--- src/logic/cabs_pkg.sv ---
// Complex magnitude detector definitions
`default_nettype none

package cabs_pkg;

  ////////////////////
  // sizes

  // channels per input beat
  localparam int NUM_CHANNELS = 4;

  // one complex sample, real and imaginary halves
  localparam int CHANNEL_WIDTH = 32;
  localparam int WORD_WIDTH = CHANNEL_WIDTH / 2;

  // result is at most 18 bits, zero-extended
  localparam int MAG_WIDTH = 32;

  localparam int COUNT_WIDTH = $clog2(NUM_CHANNELS);
  localparam logic [COUNT_WIDTH-1:0] LAST_CHANNEL = COUNT_WIDTH'(NUM_CHANNELS - 1);

  // enabled cycles from operand to magnitude
  localparam int CABS_DELAY = 2;

  ////////////////////
  // payload types

  typedef struct packed {
    logic signed [WORD_WIDTH-1:0] im;
    logic signed [WORD_WIDTH-1:0] re;
  } sample_t;

  // channel 0 sits in the low bits
  typedef sample_t [NUM_CHANNELS-1:0] beat_t;

  typedef logic [NUM_CHANNELS-1:0][MAG_WIDTH-1:0] mag_vec_t;

  // serializer output
  typedef struct packed {
    beat_t    data;
    mag_vec_t mag;
  } cabs_beat_t;

  // detector output
  typedef struct packed {
    beat_t                  data;
    mag_vec_t               mag;
    logic [COUNT_WIDTH-1:0] peak_idx;
    logic [MAG_WIDTH-1:0]   peak_mag;
  } detect_t;

endpackage

`default_nettype wire

--- src/logic/channel_counter.sv ---
// Saturating channel counter
`default_nettype none

module channel_counter (
  input  wire                              clk,
  input  wire                              reset,
  input  wire                              clear,
  input  wire                              enable,
  output logic [cabs_pkg::COUNT_WIDTH-1:0] count
);

  // clear wins over enable, count parks on the last channel
  always_ff @(posedge clk) begin
    if (reset || clear) begin
      count <= '0;
    end else if (enable && (count != cabs_pkg::LAST_CHANNEL)) begin
      count <= count + 1'b1;
    end
  end

  ////////////////////
  // checks

  a_count_range: assert property (
    @(posedge clk) disable iff (reset)
    count <= cabs_pkg::LAST_CHANNEL
  ) else $error("channel count beyond last channel");

endmodule

`default_nettype wire

--- src/logic/delay_line.sv ---
// Enabled payload delay line
`default_nettype none

module delay_line #(
  parameter type payload_t = logic,
  parameter int  DEPTH = 2
) (
  input  wire           clk,
  input  wire           enable,
  input  wire payload_t din,
  output payload_t      dout
);

  // stage 0 is nearest the input
  payload_t stages [DEPTH];

  always_ff @(posedge clk) begin
    if (enable) begin
      stages[0] <= din;
      for (int i = 1; i < DEPTH; i++) begin
        stages[i] <= stages[i-1];
      end
    end
  end

  assign dout = stages[DEPTH-1];

endmodule

`default_nettype wire

--- src/logic/cabs_magnitude.sv ---
// Approximate complex magnitude
`default_nettype none

module cabs_magnitude (
  input  wire                            clk,
  input  wire                            enable,
  input  wire cabs_pkg::sample_t         sample,
  output logic [cabs_pkg::MAG_WIDTH-1:0] mag
);

  // one extra bit so that -32768 folds to +32768
  logic signed [cabs_pkg::WORD_WIDTH:0] re_ext;
  logic signed [cabs_pkg::WORD_WIDTH:0] im_ext;
  logic [cabs_pkg::WORD_WIDTH:0]        abs_re;
  logic [cabs_pkg::WORD_WIDTH:0]        abs_im;

  // stage one registers
  logic [cabs_pkg::WORD_WIDTH:0]        big_q;
  logic [cabs_pkg::WORD_WIDTH:0]        small_q;

  // max + min/2 needs one bit more than the operands
  logic [cabs_pkg::WORD_WIDTH+1:0]      sum;

  ////////////////////
  // stage one

  assign re_ext = sample.re;
  assign im_ext = sample.im;

  assign abs_re = re_ext[cabs_pkg::WORD_WIDTH] ? -re_ext : re_ext;
  assign abs_im = im_ext[cabs_pkg::WORD_WIDTH] ? -im_ext : im_ext;

  always_ff @(posedge clk) begin
    if (enable) begin
      if (abs_re >= abs_im) begin
        big_q   <= abs_re;
        small_q <= abs_im;
      end else begin
        big_q   <= abs_im;
        small_q <= abs_re;
      end
    end
  end

  ////////////////////
  // stage two

  // half of the smaller, rounded down
  assign sum = {1'b0, big_q} + {2'b00, small_q[cabs_pkg::WORD_WIDTH:1]};

  always_ff @(posedge clk) begin
    if (enable) begin
      mag <= {{(cabs_pkg::MAG_WIDTH - cabs_pkg::WORD_WIDTH - 2){1'b0}}, sum};
    end
  end

endmodule

`default_nettype wire

--- src/logic/cabs_serial.sv ---
// Channel serializer around the magnitude unit
`default_nettype none

module cabs_serial (
  input  wire                        clk,
  input  wire                        reset,
  input  wire                        s_valid,
  output logic                       s_ready,
  input  wire cabs_pkg::beat_t       s_data,
  output logic                       m_valid,
  input  wire                        m_ready,
  output cabs_pkg::cabs_beat_t       m_data
);

  logic                              stall;
  logic                              enable;
  logic                              last;
  logic                              s_frame;
  logic                              out_free;

  logic [cabs_pkg::COUNT_WIDTH-1:0]  count;
  logic [cabs_pkg::COUNT_WIDTH-1:0]  count_out;
  logic                              last_out;
  logic                              last_out_d;

  cabs_pkg::sample_t                 cur_sample;
  logic [cabs_pkg::MAG_WIDTH-1:0]    mag;
  cabs_pkg::mag_vec_t                mag_gather;
  cabs_pkg::beat_t                   data_out;

  // set once the first beat is taken, masks stale flags in the delay line
  logic                              armed;
  // gathered magnitudes and delayed beat are complete
  logic                              result_ready;

  ////////////////////
  // input side

  // hold everything while a finished result queues behind a full output
  assign stall    = result_ready & m_valid;
  assign enable   = s_valid & ~stall;
  assign last     = (count == cabs_pkg::LAST_CHANNEL);
  assign s_ready  = ~stall & last;
  assign s_frame  = s_valid & s_ready;

  channel_counter i_counter (
    .clk    (clk),
    .reset  (reset),
    .clear  (s_frame),
    .enable (enable),
    .count  (count)
  );

  assign cur_sample = s_data[count];

  cabs_magnitude i_magnitude (
    .clk    (clk),
    .enable (enable),
    .sample (cur_sample),
    .mag    (mag)
  );

  // channel index rides along with its sample
  delay_line #(
    .payload_t (logic [cabs_pkg::COUNT_WIDTH-1:0]),
    .DEPTH     (cabs_pkg::CABS_DELAY)
  ) i_delay_count (
    .clk    (clk),
    .enable (enable),
    .din    (count),
    .dout   (count_out)
  );

  delay_line #(
    .payload_t (logic),
    .DEPTH     (cabs_pkg::CABS_DELAY)
  ) i_delay_last (
    .clk    (clk),
    .enable (enable),
    .din    (last),
    .dout   (last_out)
  );

  // one stage longer, so the beat is still there when the result loads
  delay_line #(
    .payload_t (cabs_pkg::beat_t),
    .DEPTH     (cabs_pkg::CABS_DELAY + 1)
  ) i_delay_data (
    .clk    (clk),
    .enable (enable),
    .din    (s_data),
    .dout   (data_out)
  );

  ////////////////////
  // result gathering

  always_ff @(posedge clk) begin
    if (enable) begin
      mag_gather[count_out] <= mag;
    end
  end

  always_ff @(posedge clk) begin
    if (reset) begin
      last_out_d   <= 1'b0;
      armed        <= 1'b0;
      result_ready <= 1'b0;
    end else begin
      last_out_d <= last_out;
      if (s_frame) begin
        armed <= 1'b1;
      end
      // last channel just came out of the pipeline
      if (armed && last_out && !last_out_d) begin
        result_ready <= 1'b1;
      end else if (out_free) begin
        result_ready <= 1'b0;
      end
    end
  end

  ////////////////////
  // output register

  assign out_free = ~m_valid | m_ready;

  always_ff @(posedge clk) begin
    if (reset) begin
      m_valid <= 1'b0;
    end else if (out_free) begin
      m_valid <= result_ready;
    end
  end

  always_ff @(posedge clk) begin
    if (out_free && result_ready) begin
      m_data.data <= data_out;
      m_data.mag  <= mag_gather;
    end
  end

  a_hold_output: assert property (
    @(posedge clk) disable iff (reset)
    (m_valid && !m_ready) |=> (m_valid && $stable(m_data))
  ) else $error("serializer output changed under back-pressure");

endmodule

`default_nettype wire

--- src/logic/peak_picker.sv ---
// Strongest channel selection
`default_nettype none

module peak_picker (
  input  wire                        clk,
  input  wire                        reset,
  input  wire                        s_valid,
  output logic                       s_ready,
  input  wire cabs_pkg::cabs_beat_t  s_data,
  output logic                       m_valid,
  input  wire                        m_ready,
  output cabs_pkg::detect_t          m_data
);

  logic [cabs_pkg::COUNT_WIDTH-1:0] best_idx;
  logic [cabs_pkg::MAG_WIDTH-1:0]   best_mag;

  // strictly larger replaces, so ties keep the lowest index
  always_comb begin
    best_idx = '0;
    best_mag = s_data.mag[0];
    for (int i = 1; i < cabs_pkg::NUM_CHANNELS; i++) begin
      if (s_data.mag[i] > best_mag) begin
        best_idx = i[cabs_pkg::COUNT_WIDTH-1:0];
        best_mag = s_data.mag[i];
      end
    end
  end

  ////////////////////
  // output stage

  assign s_ready = ~m_valid | m_ready;

  always_ff @(posedge clk) begin
    if (reset) begin
      m_valid <= 1'b0;
    end else if (s_ready) begin
      m_valid <= s_valid;
    end
  end

  always_ff @(posedge clk) begin
    if (s_valid && s_ready) begin
      m_data.data     <= s_data.data;
      m_data.mag      <= s_data.mag;
      m_data.peak_idx <= best_idx;
      m_data.peak_mag <= best_mag;
    end
  end

  a_peak_consistent: assert property (
    @(posedge clk) disable iff (reset)
    m_valid |-> (m_data.peak_mag == m_data.mag[m_data.peak_idx])
  ) else $error("peak magnitude does not match selected channel");

endmodule

`default_nettype wire

--- src/logic/cabs_detector_top.sv ---
// Four-channel magnitude detector
`default_nettype none

module cabs_detector_top (
  input  wire                      clk,
  input  wire                      reset,
  input  wire                      s_valid,
  output logic                     s_ready,
  input  wire cabs_pkg::beat_t     s_data,
  output logic                     m_valid,
  input  wire                      m_ready,
  output cabs_pkg::detect_t        m_data
);

  // serializer to peak picker
  logic                  mid_valid;
  logic                  mid_ready;
  cabs_pkg::cabs_beat_t  mid_data;

  cabs_serial i_serial (
    .clk     (clk),
    .reset   (reset),
    .s_valid (s_valid),
    .s_ready (s_ready),
    .s_data  (s_data),
    .m_valid (mid_valid),
    .m_ready (mid_ready),
    .m_data  (mid_data)
  );

  peak_picker i_peak (
    .clk     (clk),
    .reset   (reset),
    .s_valid (mid_valid),
    .s_ready (mid_ready),
    .s_data  (mid_data),
    .m_valid (m_valid),
    .m_ready (m_ready),
    .m_data  (m_data)
  );

endmodule

`default_nettype wire

--- config.mk ---
export PLATFORM = sky130hd
export DESIGN_NAME = cabs_detector_top
export DESIGN_NICKNAME = d
export VERILOG_FILES = /design/src/logic/cabs_pkg.sv /design/src/logic/channel_counter.sv /design/src/logic/delay_line.sv /design/src/logic/cabs_magnitude.sv /design/src/logic/cabs_serial.sv /design/src/logic/peak_picker.sv /design/src/logic/cabs_detector_top.sv
export SDC_FILE = /design/constraint.sdc
export NUM_CORES = 1
export LEC_CHECK = 0
export BUFFER_PORTS_ARGS = -buffer_cell sky130_fd_sc_hd__buf_2
export CAP_MARGIN = 20
export CORE_MARGIN = 2
export CORE_UTILIZATION = 60
export DETAILED_ROUTE_END_ITERATION = 8
export PLACE_DENSITY = 0.87
export SETUP_SLACK_MARGIN = 0.15
export SLEW_MARGIN = 0
export SYNTH_ARGS = -nofsm -noshare
export SYNTH_HDL_FRONTEND = slang
export SYNTH_SLANG_ARGS = --single-unit
--- constraint.sdc ---
create_clock -name clk -period 44 [get_ports clk]
set_clock_uncertainty 0.2 [all_clocks]
set_input_delay 8.8 -clock clk [delete_from_list [all_inputs] [get_ports clk]]
set_output_delay 8.8 -clock clk [all_outputs]
set_load 0.02 [all_outputs]
; Yosys cells after proc, flatten, opt, wreduce, memory -nomap -nowiden
; Memory sizes are Yosys's and may differ from the RTL's. A register that Yosys moved wholly into a read port is not among the register bits.
; Index checks and enable logic that the tools add are counted.
[word_totals]
ff_bits = 605
ramBits = 390
input_bits = 132
output_inout_bits = 292
wordCells = 85
memories = 3
[op_classes]
add_sub_neg = 4
magnitude_cmp = 7
eq_ne = 2
n_mux = 18
bitwise = 9
n_reduce_logical = 10
[memory_table]
columns = memory, depth, width, rd, rd_clocked_by_memory_dff, wr, line_no
row1 = i_serial.i_delay_data.stages, 3, 128, 3, 1, 3, delay_line.sv:15  ; payload_t stages [DEPTH];
row2 = i_serial.i_delay_count.stages, 2, 2, 2, 0, 2, delay_line.sv:15
row3 = i_serial.i_delay_last.stages, 2, 1, 2, 0, 2, delay_line.sv:15
[ops]
columns = operator, count
row1 = $mux 32, 5
row2 = $bwmux 128, 1
row3 = $gt 32x32->1, 3
row4 = $mux 17, 4
row5 = $bmux 32 s2, 1
row6 = $demux 32 s2, 1
row7 = $neg 16->17, 2
row8 = $add 17x16->18, 1
row9 = $ge 17x17->1, 1
row10 = $logic_and 1x1->1, 6
row11 = $lt 2x3->1 const B, 2
row12 = $mux 1, 6
row13 = $and 1x1->1, 4
row14 = $not 1->1, 3
row15 = $add 2x1->2 const B, 1
row16 = $eq 2x2->1 const B, 1
row17 = $ge 2x1->1 const B, 1
row18 = $ne 2x2->1 const B, 1
row19 = $or 1x1->1, 2
row20 = $reduce_bool 2->1, 1
row21 = $reduce_or 2->1, 1
row22 = $logic_not 1->1, 1
row23 = $logic_or 1x1->1, 1

; Logic depth before layout (Yosys ltp)
[depth]
word_depth = 6
mapped_depth = 29
ltp_nobuf = 21

; Cells and area by module
; A second synthesis with hierarchy kept.
[hier_totals]
hier_cells = 2117
area_unflattened_um2 = 41442.2
[by_module_without_submodules]
columns = module, instances, cells_per_inst, area_each_um2
row1 = cabs_serial, 1, 448, 12550.8
row2 = delay_line (i_serial.i_delay_data), 1, 512, 12492.0
row3 = peak_picker, 1, 797, 12358.1
row4 = cabs_magnitude, 1, 344, 3741.1
row5 = delay_line (i_serial.i_delay_count), 1, 6, 135.1
row6 = channel_counter, 1, 8, 105.1
row7 = delay_line (i_serial.i_delay_last), 1, 2, 60.1

; Worst setup path before layout
; OpenSTA, ideal clock, no wires.
[synth_path]
kind = input port to flip-flop
startpoint = in m_ready
endpoint = reg i_serial.m_data[0] (netlist bit) (enable)
setup_time_ns = 1.067
arrival_time_ns = 23.289
t_required_ns = 42.733
path_slack_ns = 19.444
cell_stages = 2
path_cell_list = nor2b_1 a21boi_0
[synth_via]
elab_chain_len = 3
[synth_rtl]
columns = element, line_no
row1 = "start, declared", cabs_detector_top.sv:11  ; input wire m_ready,
row2 = $or 1x1->1, peak_picker.sv:33  ; assign s_ready = ~m_valid | m_ready;
row3 = $or 1x1->1, cabs_serial.sv:126  ; assign out_free = ~m_valid | m_ready;
row4 = $logic_and 1x1->1, cabs_serial.sv:137  ; if (out_free && result_ready) begin
row5 = "end, declared", cabs_serial.sv:12  ; output cabs_pkg::cabs_beat_t m_data
; No other way between the ends.
; A chain may end at the register's enable or synchronous reset.

; Worst setup path after layout
[layout_path]
startpoint = in s_data[33] (netlist bit)
endpoint = reg i_serial.i_magnitude.small_q[4] (netlist bit) (data pin)
[layout_via]
elab_chain_len = 6
[layout_rtl]
columns = element, line_no
row1 = "start, declared", cabs_detector_top.sv:9  ; input wire cabs_pkg::beat_t s_data,
row2 = $bmux 32 s2 *, cabs_serial.sv:54  ; assign cur_sample = s_data[count];
row3 = $mux 32 (not written as such) *, cabs_serial.sv:54
row4 = $neg 16->17, cabs_magnitude.sv:30  ; assign abs_re = re_ext[cabs_pkg::WORD_WIDTH] ? -re_ext : re_ext;
row5 = $mux 17 *, cabs_magnitude.sv:30
row6 = $ge 17x17->1, cabs_magnitude.sv:35  ; if (abs_re >= abs_im) begin
row7 = $mux 17 *, cabs_magnitude.sv:35
row8 = "end signal, assigned", cabs_magnitude.sv:37  ; small_q <= abs_im;
row9 = "end signal, assigned", cabs_magnitude.sv:40  ; small_q <= abs_re;
row10 = "end, declared", cabs_magnitude.sv:19  ; logic [cabs_pkg::WORD_WIDTH:0] small_q;
; Mark *: on every way between the ends. The rest lies on a longest branch, timed or not. The select of a mux whose other input is x is not followed.

==> flow_metrics.tcl <==
set metrics [dict create \
    status "finished, final reports clean" \
    fill_cells 3312 \
    drt_iter0_drc 1573 \
    cts-hold-fix-buffers 0 \
    overflow 0 \
    first_pass_iters 5 \
    p_leak_nw 14.33 \
    finalCritPeriodShare_pct 29.71 \
    fin_tns_setup_ps 0 \
    maxSlewHeadroom_pct 26.26 \
    vdd_drop_max_mv 0.04269 \
    finalHoldViolCount 0 \
    rrSetupSlack_ps 35830 \
    syn_inst 1727 \
    timing.fmax_mhz 76.50 \
    synthTopCellsByArea "edfxtp_1 (82%), ha_1 (3.3%), mux4_2 (1.7%), buf_4 (1.6%), mux2i_1 (1.1%)" \
    route.antenna.remaining_nets 0 \
    antenna_found_initial 6 \
    syn2layout_area_growth_pct 16.34 \
    route.detailed.drc 0 \
    grt_pass1_wl_mm 103.4 \
    start_util_pct 60.82 \
    gp_congestion 0.8911 \
    critPathLaunchType "input port" \
    synth_top_area_share_pct 81.54 \
    setup_viol 0 \
    worstSetupEndpointType "flop" \
    die_area_sq_mm 0.05919 \
    cap_violations 0 \
    drt_wl_total_mm 69.36 \
    power_w 0.001977 \
    reg2reg_depth 22 \
    rsz0062_at_grt "no" \
    synth_area_sq_mm 0.03436 \
    synthFlopType "edfxtp_1" \
    cts_resized 0 \
    worstSetupPathType "in2reg" \
    min_path_cells 0 \
    track_usage_pct 23.40 \
    final_area_sq_mm 0.03997 \
    post_drt_wl_per_cell_microns 23.15 \
    grt_pass1_vias 17139 \
    cts.sinks 940 \
    hp-class "reg2reg" \
    cts_made_buffers 89 \
    hold_ws_ps 202.5 \
    die_x_microns 243.3 \
    grt_max_degree 120 \
    core_sq_mm 0.05650 \
    synth_warnings 0 \
    dieHeight_microns 243.3 \
    ios 424 \
    synth_seq_cells 940 \
    cp_max_fo 34 \
    postCtsSetupRepairBufs 0 \
    port_buffers 353 \
    synth_enable_flop_cells 933 \
    via_count 17050 \
    async_flop_share_pct 0 \
    ys_seq_area_share_pct 81.95 \
    cts_tree "built" \
    dpl.hpwl_mm 45.81 \
    nNetsFinal 2387 \
    crit_arrival_ps 13240 \
    avgSynthCellArea_sq_um 19.89 \
    layout_min_cycle_time_ps 13070 \
    worstMarginPinSlew_ps 1096 \
    post_route_cells_drive_above_1_share_pct 26.20 \
    synthDistinctLibCells 71 \
    dpl_cell_area_sq_mm 0.03690 \
    dp_cells 2825 \
    htree_levels 3 \
    synth_area_leader_cell "edfxtp_1" \
    maxSlewViolCount 0 \
    cts_buffer_depth 3 \
    required_ps 44160 \
    clock-root-buffer "clkbuf_16" \
    clkTransAtPathRegs_ps 60 \
    avgViaCountPerCell 5.691 \
    fin_cells 2996 \
    power.density_mw_per_mm2 49.47 \
    rows 87 \
    clkLatencyLatePin_ps 640 \
]
## final timing paths
path	end	start
setup / recovery	i_serial.i_magnitude.small_q[4]	s_data[33]
hold / removal	i_peak.m_data[186]	i_serial.m_data[152]
setup reg to reg	i_peak.m_data[12]	i_serial.m_data[14]
hold reg to reg	i_peak.m_data[186]	i_serial.m_data[152]
## worst max-delay path, stage by stage
cell and delay (ps):
buf_2 110, mux4_1 580, or3_1 440, nor3_2 560, a21oi_1 170, xnor2_1 260
inv_1 80, ha_1 330, a21oi_1 160, o21ai_0 90, a2111oi_0 880, o221ai_4 200
buf_4 340, nor2_1 160, a21oi_1 50
## through the flow
step | worst slack (ps) | utilization, %
after detailed placement | 30300 | 65.31
after global placement | 30330 | 65.29
after floorplan | 19440 | -
after global routing | 30570 | 70.74
final | 30930 | 70.76
after CTS | 30960 | 70.59
## report_power, final
| group | switching [W] | total (W) | internal, W | leakage [nW] |
|---|---|---|---|---|
| Combinational | 0.0000913 | 0.000146 | 0.0000547 | 4.07 |
| Clock | 0.000324 | 0.000769 | 0.000445 | 1.44 |
| Sequential | 0.0000198 | 0.00106 | 0.00104 | 8.81 |
| Total | 0.000435 | 0.00198 | 0.00154 | 14.3 |
## flip-flops by register name, summed over array words and instances (netlist names), 4 cells and up
signal / cells
i_serial.i_delay_data.stages: 384
i_peak.m_data: 220
i_serial.m_data: 200
i_serial.mag_gather: 72
i_serial.i_magnitude.mag: 18
i_serial.i_magnitude.big_q: 17
i_serial.i_magnitude.small_q: 16
i_serial.i_delay_count.stages: 4
## cell usage after synthesis, drive strengths merged (10+ instances only)
| cell type | count |
|---|---|
| a21o | 10 |
| a21oi | 59 |
| a221oi | 21 |
| buf | 84 |
| clkbuf | 25 |
| edfxtp | 933 |
| ha | 90 |
| inv | 59 |
| mux2i | 37 |
| mux4 | 29 |
| nand2 | 31 |
| nand3 | 15 |
| nand4 | 12 |
| nor2 | 31 |
| nor3 | 13 |
| nor4 | 21 |
| o211ai | 39 |
| o21a | 12 |
| o21ai | 25 |
| o31ai | 25 |
| o32ai | 18 |
| or2 | 20 |
| xnor2 | 22 |
| xor2 | 18 |
## layout make-up
class                      count  area [sq um]  share of cell area [%]
clock buffer                 109          2364                   5.913
timing repair buffer         383          2039                   5.102
inverter                      59         229.0                  0.5728
clock inverter                51         620.6                   1.553
multi-input combinational    691          5595                   14.00
sequential                   940         28160                   70.45
antenna                        7         17.52                 0.04382
tap                          756         945.9                   2.366
## kinds of logic after synthesis
family | share of synthesized area [%]
xor gates and xnor gates | 1.063
DFF | 81.95
muxes | 3.044
and+or+nand+nor | 2.789
AOI/OAI and AO/OA | 5.084
other | 0.02186
adders and majority gates | 3.336
buffers and inverters | 2.709
## routing by layer
metal,vias up,wire length [microns],global-route usage [%]
li1,7650,-,-
met1,8534,25860,29.49
met2,722,36360,40.67
met3,142,4661,4.219
met4,2,2462,9.112
met5,-,13,0
## cells in the final DEF, fill, tap and decap left out, drive strengths merged, types with 29 or more instances in the layout
cell type and instances:
ha 90, mux4 29, conb 74, nor2 31
o211ai 39, mux2i 37, a21oi 59, inv 64
buf 383, clkinv 31, edfxtp 933, clkbuf 109
nand2 31
No activity file was read; power rests on OpenSTA's default activity.
